File: src/llc_dec_pkg.sv
// ==============================
// widths, item kinds and structs for the llc input decoder
// the set index is the low part of the line address
// ==============================
`default_nettype none

package llc_dec_pkg;

    // address split
    localparam int LINE_ADDR_BITS = 16;
    localparam int LLC_SET_BITS = 6;
    localparam int LLC_TAG_BITS = 10;

    // line geometry and dma length
    localparam int WORDS_PER_LINE = 4;
    localparam int WORD_OFFSET_BITS = 2;
    localparam int DMA_LEN_BITS = 8;

    typedef logic [LINE_ADDR_BITS-1:0] line_addr_t;
    typedef logic [LLC_SET_BITS-1:0] llc_set_t;
    typedef logic [LLC_TAG_BITS-1:0] llc_tag_t;
    typedef logic [DMA_LEN_BITS-1:0] dma_len_t;
    typedef logic [WORD_OFFSET_BITS-1:0] word_offset_t;

    // what a pipeline entry stands for
    typedef enum logic [2:0] {
        KIND_RST,
        KIND_RSP,
        KIND_REQ,
        KIND_DMA_START,
        KIND_DMA_NEXT
    } item_kind_t;

    // dma read burst as presented on the input channel
    typedef struct packed {
        line_addr_t addr;
        word_offset_t word_offset;
        dma_len_t length;
    } dma_req_t;

    // entry of the arbiter to decode register
    // addr is don't care for the reset sweep and for continuations
    typedef struct packed {
        item_kind_t kind;
        line_addr_t addr;
        dma_req_t dma;
    } dec_item_t;

    // decoded item handed to the memory stage
    typedef struct packed {
        item_kind_t kind;
        llc_tag_t tag;
        llc_set_t set;
        logic last;
    } dec_out_t;

endpackage

`default_nettype wire

File: src/llc_addr_decode.sv
// ==============================
// set_busy must answer lookup_set in the same cycle
// out_valid is a one cycle pulse per issued item
// ==============================
`default_nettype none

module llc_addr_decode (
    input  logic clk,
    input  logic rst,
    input  logic in_valid,
    input  llc_dec_pkg::dec_item_t in_item,
    output logic in_ready,
    input  logic set_busy,
    input  logic mem_ready,
    output llc_dec_pkg::llc_set_t lookup_set,
    output logic burst_pending,
    output logic dma_step,
    output logic burst_done,
    output logic out_valid,
    output llc_dec_pkg::dec_out_t out_item
);
    import llc_dec_pkg::*;

    line_addr_t burst_addr;
    line_addr_t line_addr;
    logic burst_last;
    logic is_dma;
    logic issue;
    dec_out_t next_out;
    logic out_valid_q;
    dec_out_t out_item_q;

    llc_dma_burst u_dma_burst (
        .clk(clk),
        .rst(rst),
        .step(dma_step),
        .item(in_item),
        .line_addr(burst_addr),
        .last(burst_last),
        .burst_pending(burst_pending),
        .burst_done(burst_done)
    );

    // line address per item kind
    always_comb begin
        case (in_item.kind)
            KIND_RST: line_addr = '0;
            KIND_DMA_NEXT: line_addr = burst_addr;
            default: line_addr = in_item.addr;
        endcase
    end

    assign is_dma = (in_item.kind == KIND_DMA_START) || (in_item.kind == KIND_DMA_NEXT);

    assign lookup_set = line_addr[LLC_SET_BITS-1:0];

    // pop only when the set is free and memory takes the item
    assign in_ready = !set_busy && mem_ready;
    assign issue = in_valid && in_ready;
    assign dma_step = issue && is_dma;

    assign next_out.kind = in_item.kind;
    assign next_out.tag = line_addr[LINE_ADDR_BITS-1 -: LLC_TAG_BITS];
    assign next_out.set = line_addr[LLC_SET_BITS-1:0];
    assign next_out.last = is_dma && burst_last;

    always_ff @(posedge clk or negedge rst) begin
        if (!rst) begin
            out_valid_q <= 1'b0;
        end else begin
            out_valid_q <= issue;
        end
    end

    always_ff @(posedge clk) begin
        if (issue) begin
            out_item_q <= next_out;
        end
    end

    assign out_valid = out_valid_q;
    assign out_item = out_item_q;

endmodule

`default_nettype wire

File: src/llc_dma_burst.sv
// ==============================
// step only on the issue of a dma start or continuation
// ==============================
`default_nettype none

module llc_dma_burst (
    input  logic clk,
    input  logic rst,
    input  logic step,
    input  llc_dec_pkg::dec_item_t item,
    output llc_dec_pkg::line_addr_t line_addr,
    output logic last,
    output logic burst_pending,
    output logic burst_done
);
    import llc_dec_pkg::*;

    // one spare bit so the covered count can run past the length
    typedef logic [DMA_LEN_BITS:0] count_t;

    line_addr_t addr_q;
    count_t covered_q;
    dma_len_t length_q;
    logic pending_q;

    logic is_start;
    count_t covered_next;
    dma_len_t length_sel;

    assign is_start = (item.kind == KIND_DMA_START);

    always_comb begin
        if (is_start) begin
            // first line only covers from the word offset to the line end
            line_addr = item.dma.addr;
            covered_next = count_t'(WORDS_PER_LINE) - count_t'(item.dma.word_offset);
            length_sel = item.dma.length;
        end else begin
            line_addr = addr_q + line_addr_t'(1);
            covered_next = covered_q + count_t'(WORDS_PER_LINE);
            length_sel = length_q;
        end
    end

    assign last = (covered_next >= count_t'(length_sel));
    assign burst_done = step && last;
    assign burst_pending = pending_q;

    always_ff @(posedge clk or negedge rst) begin
        if (!rst) begin
            pending_q <= 1'b0;
        end else if (step) begin
            pending_q <= !last;
        end
    end

    // burst position
    always_ff @(posedge clk) begin
        if (step) begin
            addr_q <= line_addr;
            covered_q <= covered_next;
            if (is_start) begin
                length_q <= item.dma.length;
            end
        end
    end

endmodule

`default_nettype wire

File: src/llc_input_arbiter.sv
// ==============================
// sources hold valid and data until their get pulse
// one dma burst and one continuation of it in flight at most
// ==============================
`default_nettype none

module llc_input_arbiter (
    input  logic clk,
    input  logic rst,
    input  logic rst_tb_valid,
    input  logic rsp_valid,
    input  logic req_valid,
    input  logic dma_valid,
    input  llc_dec_pkg::line_addr_t rsp_addr,
    input  llc_dec_pkg::line_addr_t req_addr,
    input  llc_dec_pkg::dma_req_t dma_in,
    input  logic pipe_ready,
    input  logic burst_pending,
    input  logic dma_step,
    input  logic burst_done,
    output logic rst_get,
    output logic rsp_get,
    output logic req_get,
    output logic dma_get,
    output logic pipe_valid,
    output llc_dec_pkg::dec_item_t pipe_item
);
    import llc_dec_pkg::*;

    logic dma_busy;
    logic next_in_flight;
    logic sel_rst;
    logic sel_rsp;
    logic sel_req;
    logic sel_next;
    logic sel_dma;

    // fixed priority pick and entry build
    always_comb begin
        sel_rst = 1'b0;
        sel_rsp = 1'b0;
        sel_req = 1'b0;
        sel_next = 1'b0;
        sel_dma = 1'b0;
        pipe_item.kind = KIND_RST;
        pipe_item.addr = '0;
        pipe_item.dma = dma_in;
        if (rst_tb_valid && !dma_busy) begin
            sel_rst = 1'b1;
        end else if (rsp_valid) begin
            sel_rsp = 1'b1;
            pipe_item.kind = KIND_RSP;
            pipe_item.addr = rsp_addr;
        end else if (req_valid) begin
            sel_req = 1'b1;
            pipe_item.kind = KIND_REQ;
            pipe_item.addr = req_addr;
        end else if (burst_pending && !next_in_flight) begin
            // continuation address comes from the burst tracker
            sel_next = 1'b1;
            pipe_item.kind = KIND_DMA_NEXT;
        end else if (dma_valid && !dma_busy) begin
            sel_dma = 1'b1;
            pipe_item.kind = KIND_DMA_START;
            pipe_item.addr = dma_in.addr;
        end
    end

    assign pipe_valid = sel_rst | sel_rsp | sel_req | sel_next | sel_dma;

    // gets only in an accepting cycle
    assign rst_get = sel_rst & pipe_ready;
    assign rsp_get = sel_rsp & pipe_ready;
    assign req_get = sel_req & pipe_ready;
    assign dma_get = sel_dma & pipe_ready;

    // burst ownership, held from dma_get until the last line issues
    always_ff @(posedge clk or negedge rst) begin
        if (!rst) begin
            dma_busy <= 1'b0;
        end else if (burst_done) begin
            dma_busy <= 1'b0;
        end else if (dma_get) begin
            dma_busy <= 1'b1;
        end
    end

    // continuation sitting in the pipe register, not issued yet
    always_ff @(posedge clk or negedge rst) begin
        if (!rst) begin
            next_in_flight <= 1'b0;
        end else if (dma_step) begin
            next_in_flight <= 1'b0;
        end else if (sel_next && pipe_ready) begin
            next_in_flight <= 1'b1;
        end
    end

endmodule

`default_nettype wire

File: src/llc_input_decoder.sv
// ==============================
// two cycles from a get to out_valid without back-pressure
// channels hold valid and data until their get pulse
// ==============================
`default_nettype none

module llc_input_decoder (
    input  logic clk,
    input  logic rst,
    input  logic rst_tb_valid,
    input  logic rsp_valid,
    input  logic req_valid,
    input  logic dma_valid,
    input  llc_dec_pkg::line_addr_t rsp_addr,
    input  llc_dec_pkg::line_addr_t req_addr,
    input  llc_dec_pkg::dma_req_t dma_in,
    input  logic set_busy,
    input  logic mem_ready,
    output logic rst_get,
    output logic rsp_get,
    output logic req_get,
    output logic dma_get,
    output llc_dec_pkg::llc_set_t lookup_set,
    output logic out_valid,
    output llc_dec_pkg::dec_out_t out_item
);
    import llc_dec_pkg::*;

    // arbiter to pipe register
    logic arb_valid;
    logic arb_ready;
    dec_item_t arb_item;

    // pipe register to decode stage
    logic dec_valid;
    logic dec_ready;
    dec_item_t dec_item;

    // burst tracker feedback
    logic burst_pending;
    logic dma_step;
    logic burst_done;

    llc_input_arbiter u_arbiter (
        .clk(clk),
        .rst(rst),
        .rst_tb_valid(rst_tb_valid),
        .rsp_valid(rsp_valid),
        .req_valid(req_valid),
        .dma_valid(dma_valid),
        .rsp_addr(rsp_addr),
        .req_addr(req_addr),
        .dma_in(dma_in),
        .pipe_ready(arb_ready),
        .burst_pending(burst_pending),
        .dma_step(dma_step),
        .burst_done(burst_done),
        .rst_get(rst_get),
        .rsp_get(rsp_get),
        .req_get(req_get),
        .dma_get(dma_get),
        .pipe_valid(arb_valid),
        .pipe_item(arb_item)
    );

    llc_pipe_reg u_pipe_reg (
        .clk(clk),
        .rst(rst),
        .in_valid(arb_valid),
        .in_ready(arb_ready),
        .in_item(arb_item),
        .out_valid(dec_valid),
        .out_ready(dec_ready),
        .out_item(dec_item)
    );

    llc_addr_decode u_addr_decode (
        .clk(clk),
        .rst(rst),
        .in_valid(dec_valid),
        .in_item(dec_item),
        .in_ready(dec_ready),
        .set_busy(set_busy),
        .mem_ready(mem_ready),
        .lookup_set(lookup_set),
        .burst_pending(burst_pending),
        .dma_step(dma_step),
        .burst_done(burst_done),
        .out_valid(out_valid),
        .out_item(out_item)
    );

endmodule

`default_nettype wire

File: src/llc_pipe_reg.sv
// ==============================
// single entry, refills in the cycle it is popped
// ==============================
`default_nettype none

module llc_pipe_reg (
    input  logic clk,
    input  logic rst,
    input  logic in_valid,
    output logic in_ready,
    input  llc_dec_pkg::dec_item_t in_item,
    output logic out_valid,
    input  logic out_ready,
    output llc_dec_pkg::dec_item_t out_item
);
    import llc_dec_pkg::*;

    logic full;
    dec_item_t item_q;

    // room when empty or draining this cycle
    assign in_ready = !full || out_ready;

    always_ff @(posedge clk or negedge rst) begin
        if (!rst) begin
            full <= 1'b0;
        end else if (in_ready) begin
            full <= in_valid;
        end
    end

    always_ff @(posedge clk) begin
        if (in_valid && in_ready) begin
            item_q <= in_item;
        end
    end

    assign out_valid = full;
    assign out_item = item_q;

endmodule

`default_nettype wire

File: config.mk
export PLATFORM = sky130hd
export DESIGN_NAME = llc_input_decoder
export DESIGN_NICKNAME = d
export VERILOG_FILES = /design/src/llc_dec_pkg.sv /design/src/llc_addr_decode.sv /design/src/llc_dma_burst.sv /design/src/llc_input_arbiter.sv /design/src/llc_input_decoder.sv /design/src/llc_pipe_reg.sv
export SDC_FILE = /design/constraint.sdc
export NUM_CORES = 1
export LEC_CHECK = 0
export BUFFER_PORTS_ARGS = -buffer_cell sky130_fd_sc_hd__buf_2
export CAP_MARGIN = 30
export CORE_MARGIN = 5
export CORE_UTILIZATION = 38
export CTS_BUF_LIST = sky130_fd_sc_hd__clkbuf_2
export DETAILED_ROUTE_END_ITERATION = 16
export GPL_TIMING_DRIVEN = 1
export HOLD_SLACK_MARGIN = 0.1
export SETUP_SLACK_MARGIN = 0.5
export SLEW_MARGIN = 5
export SYNTH_ARGS = -nofsm -noshare
export SYNTH_HDL_FRONTEND = slang
export SYNTH_SLANG_ARGS = --single-unit
File: constraint.sdc
create_clock -name clk -period 3.58 [get_ports clk]
set_input_delay 0.716 -clock clk [delete_from_list [all_inputs] [get_ports clk]]
set_output_delay 0.716 -clock clk [all_outputs]
set_load 0.005 [all_outputs]
# Yosys cells after proc, flatten, opt, wreduce, memory -nomap -nowiden
# Cells that the tools add are included.
[totals] reg_bits=103 input_bits=66 out_inout_bits=31 wordCells=83
[classes] addsub=3 n_lt_le_gt_ge=1 n_eq_ne=2 muxes=28 n_bitwise=8 n_reduce_logical=22
[op_table] cell="$mux W18" n=2
[op_table] cell="$mux W16" n=2
[op_table] cell="$pmux W16 S2" n=1
[op_table] cell="$mux W1" n=19
[op_table] cell="$mux W17" n=1
[op_table] cell="$add A16 B1 Y16 const B" n=1
[op_table] cell="$logic_and A1 B1 Y1" n=10
[op_table] cell="$add A9 B3 Y9 const B" n=1
[op_table] cell="$ge A9 B8 Y1" n=1
[op_table] cell="$mux W9" n=1
[op_table] cell="$mux W8" n=1
[op_table] cell="$logic_not A1 Y1" n=5
[op_table] cell="$and A1 B1 Y1" n=4
[op_table] cell="$or A1 B1 Y1" n=4
[op_table] cell="$reduce_bool A2 Y1" n=2
[op_table] cell="$sub A3 B2 Y4 const A" n=1
[op_table] cell="$eq A3 B2 Y1 const B" n=1
[op_table] cell="$eq A3 B3 Y1 const B" n=1
[op_table] cell="$logic_not A3 Y1" n=1
[op_table] cell="$mux W3" n=1
[op_table] cell="$reduce_or A3 Y1" n=1
[op_table] cell="$logic_or A1 B1 Y1" n=2
[op_table] cell="$reduce_or A2 Y1" n=1

# Depth between registers and ports, before layout
[logic_depth] depth_word=10 ltp_mapped=13 ltp_nobuf=11

# By module
# Synthesis repeated with hierarchy kept, for this count alone.
[hier_totals] cells_unflattened=415 hier_area_um2=5084.9
[by_module_without_submodules] mod="llc_dma_burst" n_inst=1 cells_each=184 area_each_um2=1963.1 seq_area_each_um2=1016.0
[by_module_without_submodules] mod="llc_pipe_reg" n_inst=1 cells_each=49 area_each_um2=1405.1 seq_area_each_um2=1376.3
[by_module_without_submodules] mod="llc_addr_decode" n_inst=1 cells_each=90 area_each_um2=998.5 seq_area_each_um2=625.6
[by_module_without_submodules] mod="llc_input_arbiter" n_inst=1 cells_each=92 area_each_um2=718.2 seq_area_each_um2=50.0

# Least setup slack after synthesis
# OpenSTA, ideal clock, no wires.
[synth_path] kind="input port to flip-flop" from="in set_busy" to="reg u_addr_decode.u_dma_burst.addr_q[0] (enable)" setup_ns=0.439 arrival_time_ns=3.668 t_required_ns=3.141 slack_ns=-0.527 cell_stages=3 path_buffers=0 cell_sequence="nand2b_1 nor2_1 a21boi_1"
[synth_between] elab_chain_cells=4
[synth_rtl] item="start, declared" line_no="llc_input_decoder.sv:17" rtl="input logic set_busy,"
[synth_rtl] item="$logic_not A1 Y1" line_no="llc_addr_decode.sv:58" rtl="assign in_ready = !set_busy && mem_ready;"
[synth_rtl] item="$logic_and A1 B1 Y1" line_no="llc_addr_decode.sv:58"
[synth_rtl] item="$logic_and A1 B1 Y1" line_no="llc_addr_decode.sv:59" rtl="assign issue = in_valid && in_ready;"
[synth_rtl] item="named net u_addr_decode.issue" line_no="llc_addr_decode.sv:28" rtl="logic issue;"
[synth_rtl] item="$logic_and A1 B1 Y1" line_no="llc_addr_decode.sv:60" rtl="assign dma_step = issue && is_dma;"
[synth_rtl] item="named net dma_step" line_no="llc_input_decoder.sv:41" rtl="logic dma_step;"
[synth_rtl] item="end signal, assigned" line_no="llc_dma_burst.sv:60" rtl="addr_q <= line_addr;"
[synth_rtl] item="end, declared" line_no="llc_dma_burst.sv:21" rtl="line_addr_t addr_q;"
# The timed path passes the listed nets, and every way through them passes these cells.
# A chain may end at the register's enable or synchronous reset.

# Worst setup path in the final report
[layout_path] from="reg u_arbiter.dma_busy" to="out rsp_get"
[layout_between] elab_chain_cells=4
[layout_rtl] item="start, declared" line_no="llc_input_arbiter.sv:30" rtl="logic dma_busy;"
[layout_rtl] item="start signal, assigned" line_no="llc_input_arbiter.sv:80" rtl="dma_busy <= 1'b0;"
[layout_rtl] item="start signal, assigned" line_no="llc_input_arbiter.sv:82" rtl="dma_busy <= 1'b0;"
[layout_rtl] item="start signal, assigned" line_no="llc_input_arbiter.sv:84" rtl="dma_busy <= 1'b1;"
[layout_rtl] item="$logic_not A1 Y1" line_no="llc_input_arbiter.sv:48" rtl="if (rst_tb_valid && !dma_busy) begin"
[layout_rtl] item="$logic_and A1 B1 Y1" line_no="llc_input_arbiter.sv:48"
[layout_rtl] item="$mux W1" line_no="llc_input_arbiter.sv:48"
[layout_rtl] item="$and A1 B1 Y1" line_no="llc_input_arbiter.sv:73" rtl="assign rsp_get = sel_rsp & pipe_ready;"
[layout_rtl] item="end, declared" line_no="llc_input_decoder.sv:20" rtl="output logic rsp_get,"
# No other way between the ends.

==> impl_metrics.env <==
export IMPL_total_power_w=0.00238
export IMPL_clk_pin_slew_ps=240
export IMPL_dp_cells=626
export IMPL_layout_nets=550
export IMPL_ios=97
export IMPL_layout_commonest_cell="edfxtp_1"
export IMPL_yosysSeqAreaShare_pct=65.5
export IMPL_clock_latency_ps=570
export IMPL_p_leak_nw=2.28
export IMPL_gp_congestion=0.799
export IMPL_ir_drop_v=0.000173
export IMPL_critPathRequiredTime_ps=2860
export IMPL_powerDensity_nw_per_um2=427
export IMPL_drt_iter0_drc=267
export IMPL_grt_pass1_wl_um=16000
export IMPL_first_global_vias=3210
export IMPL_fin_cells=646
export IMPL_rsz0062_at_grt="no"
export IMPL_port_buffers=96
export IMPL_die_w_um=121
export IMPL_synthesis_area_um2=4680
export IMPL_drc=0
export IMPL_final_area_um2=5580
export IMPL_worstSetupPathType="flop to output port"
export IMPL_hold_path_class="primary input to flop"
export IMPL_synth_flop_cell="edfxtp_1"
export IMPL_min_period_ps=2820
export IMPL_wl_um=10100
export IMPL_die_y_um=121
export IMPL_period_share_pct=78.8
export IMPL_finalSetupViolCount=0
export IMPL_num_antenna_cells=0
export IMPL_drt_wirelength_per_cell_um=15.7
export IMPL_async_flop_share_pct=4.85
export IMPL_syn_nets=451
export IMPL_grt_usage_pct=14.0
export IMPL_layout_drive_gt1_share_pct=28.7
export IMPL_synth_edf_count=98
export IMPL_dieArea_um2=14600
export IMPL_cts_tree="built"
export IMPL_hold_violations=0
export IMPL_start_util_pct=38.8
export IMPL_dp_hpwl_um=7560
export IMPL_root_buffer="clkbuf_2"
export IMPL_post_route_util_pct=46.2
export IMPL_relSlewSlack_pct=47.0
export IMPL_placed_area_um2=5370
export IMPL_critPathCaptureType="output port"
export IMPL_cts_sinks=103
export IMPL_num_vias=3157
export IMPL_startpoint_type="flop"
export IMPL_grt_antenna_before_repair=0
export IMPL_fin_tns_setup_ps=0
export IMPL_ys_seq_elements=103
export IMPL_clk_path_buf_depth=2
export IMPL_area_delta_synth_final_pct=19.1
export IMPL_syn_inst=374
export IMPL_fin_worst_skew_ps=38.8
export IMPL_via_per_inst=4.89
export IMPL_numCtsBuffers=9
export IMPL_ys_warn_count=0
export IMPL_maxCapViolations=0
export IMPL_worstPathArrival_ps=2110
export IMPL_cts_max_level=3
export IMPL_status="completed"
export IMPL_synth_avg_cell_area_um2=12.5
export IMPL_coreArea_um2=12100
export IMPL_maxSlewViolCount=0
export IMPL_postRouteAntennaNets=0
export IMPL_most_common_layout_cells="98 x edfxtp_1, 96 x buf_2, 45 x nand2_1"
export IMPL_rows=40
export IMPL_worstMarginPinSlew_ps=794
export IMPL_overflow=0
export IMPL_fmax_mhz=354
export IMPL_cp_max_fo=17
export IMPL_grt_max_degree=46
export IMPL_dr_pass1_iters=8
export IMPL_ys_types=44
-- synth_stat cells (all sizes together) (6+ instances only) --
cell type  count  area share [%]
nand2         46             3.7
o21ai         12             1.3
buf           12             1.6
nand3         16             1.7
clkbuf         8            0.64
nor2          35             2.9
mux2i          6             1.3
a21oi         16             1.8
edfxtp        98              63
xor2           8             1.5
ha            11             2.9
a222oi        16             3.4
xnor2         10             1.9
inv           32             2.6
-- where the power goes --
| group | internal (W) | switching [W] |
|---|---|---|
| combinational | 0.000116 | 0.000173 |
| clock | 0.000302 | 0.000366 |
| sequential | 0.00140 | 0.0000260 |
| total | 0.00182 | 0.000565 |
-- state kept, by name, indices dropped and copies added (netlist names) --
register and flops:
u_addr_decode.u_dma_burst.burst_pending 1, u_addr_decode.u_dma_burst.addr_q 16, u_pipe_reg.out_item 45, u_arbiter.dma_busy 1, u_addr_decode.u_dma_burst.length_q 8, u_pipe_reg.out_valid 1, u_addr_decode.out_item 20, u_addr_decode.out_valid 1
u_addr_decode.u_dma_burst.covered_q 9, u_arbiter.next_in_flight 1
-- cell families after synthesis --
family	Yosys count	share of synthesized area, %
xor gates and xnor gates	18	3.37
muxes	6	1.28
buffers and inverters	52	4.84
AOI/OAI and AO/OA	58	8.90
adders and majority gates	11	2.94
and+or+nand+nor	126	13.2
DFF	103	65.5
-- worst paths after layout --
check                                         from                                      end  slack (ps)  cells after the start
max                             u_arbiter.dma_busy                                  rsp_get         760                      4
min                                      dma_in[2]                   u_pipe_reg.out_item[2]         320                      1
max reg2reg                u_pipe_reg.out_item[44]                u_addr_decode.out_item[0]         900                     11
min reg2reg                u_pipe_reg.out_item[11]      u_addr_decode.u_dma_burst.addr_q[1]         530                      2
max in group asynchronous                      rst  u_addr_decode.u_dma_burst.burst_pending        2990                      2
min in group asynchronous                      rst                  u_addr_decode.out_valid         470                      2
-- per-layer routing --
layer  routed length [um]  up-vias  global-route usage, %
li1                     -     1552                      -
met1                 4360     1507                   17.9
met2                 5110       82                   23.7
met3                  468       16                   2.42
met4                  182        0                   5.45
met5                    0        -                      0
-- stage by stage --
| step | hold WS, ps | setup slack (ps) |
|---|---|---|
| after global routing | 252 | 577 |
| after CTS | 268 | 575 |
| after floorplan | 420 | 550 |
| after detailed placement | 502 | 635 |
| after global placement | 470 | 709 |
| final | 317 | 758 |
-- layout make-up --
cell class | instances | area (um2)
multi-input cells | 219 | 1440
inverters | 32 | 120
clock inverters | 6 | 106
well taps | 168 | 210
clock buffers | 10 | 50.0
flip-flops and latches | 103 | 3070
fillers | 1141 | 6480
repair buffers | 108 | 586
-- timing repair --
action | CTS | global route
gates cloned | 0 | 0
resized for setup | 3 | 2
hold buffers | 1 | 0
setup buffers | 2 | 1
setup endpoints to repair | 3 | 3
endpoints found under the hold margin | 5 | 0
-- critical path, stage by stage (launching register included) --
cell and delay, ps:
dfrtp_1 430, nand2b_1 130, and2_1 620, and2_1 260, buf_2 130
(Power assumes the default switching activity.)
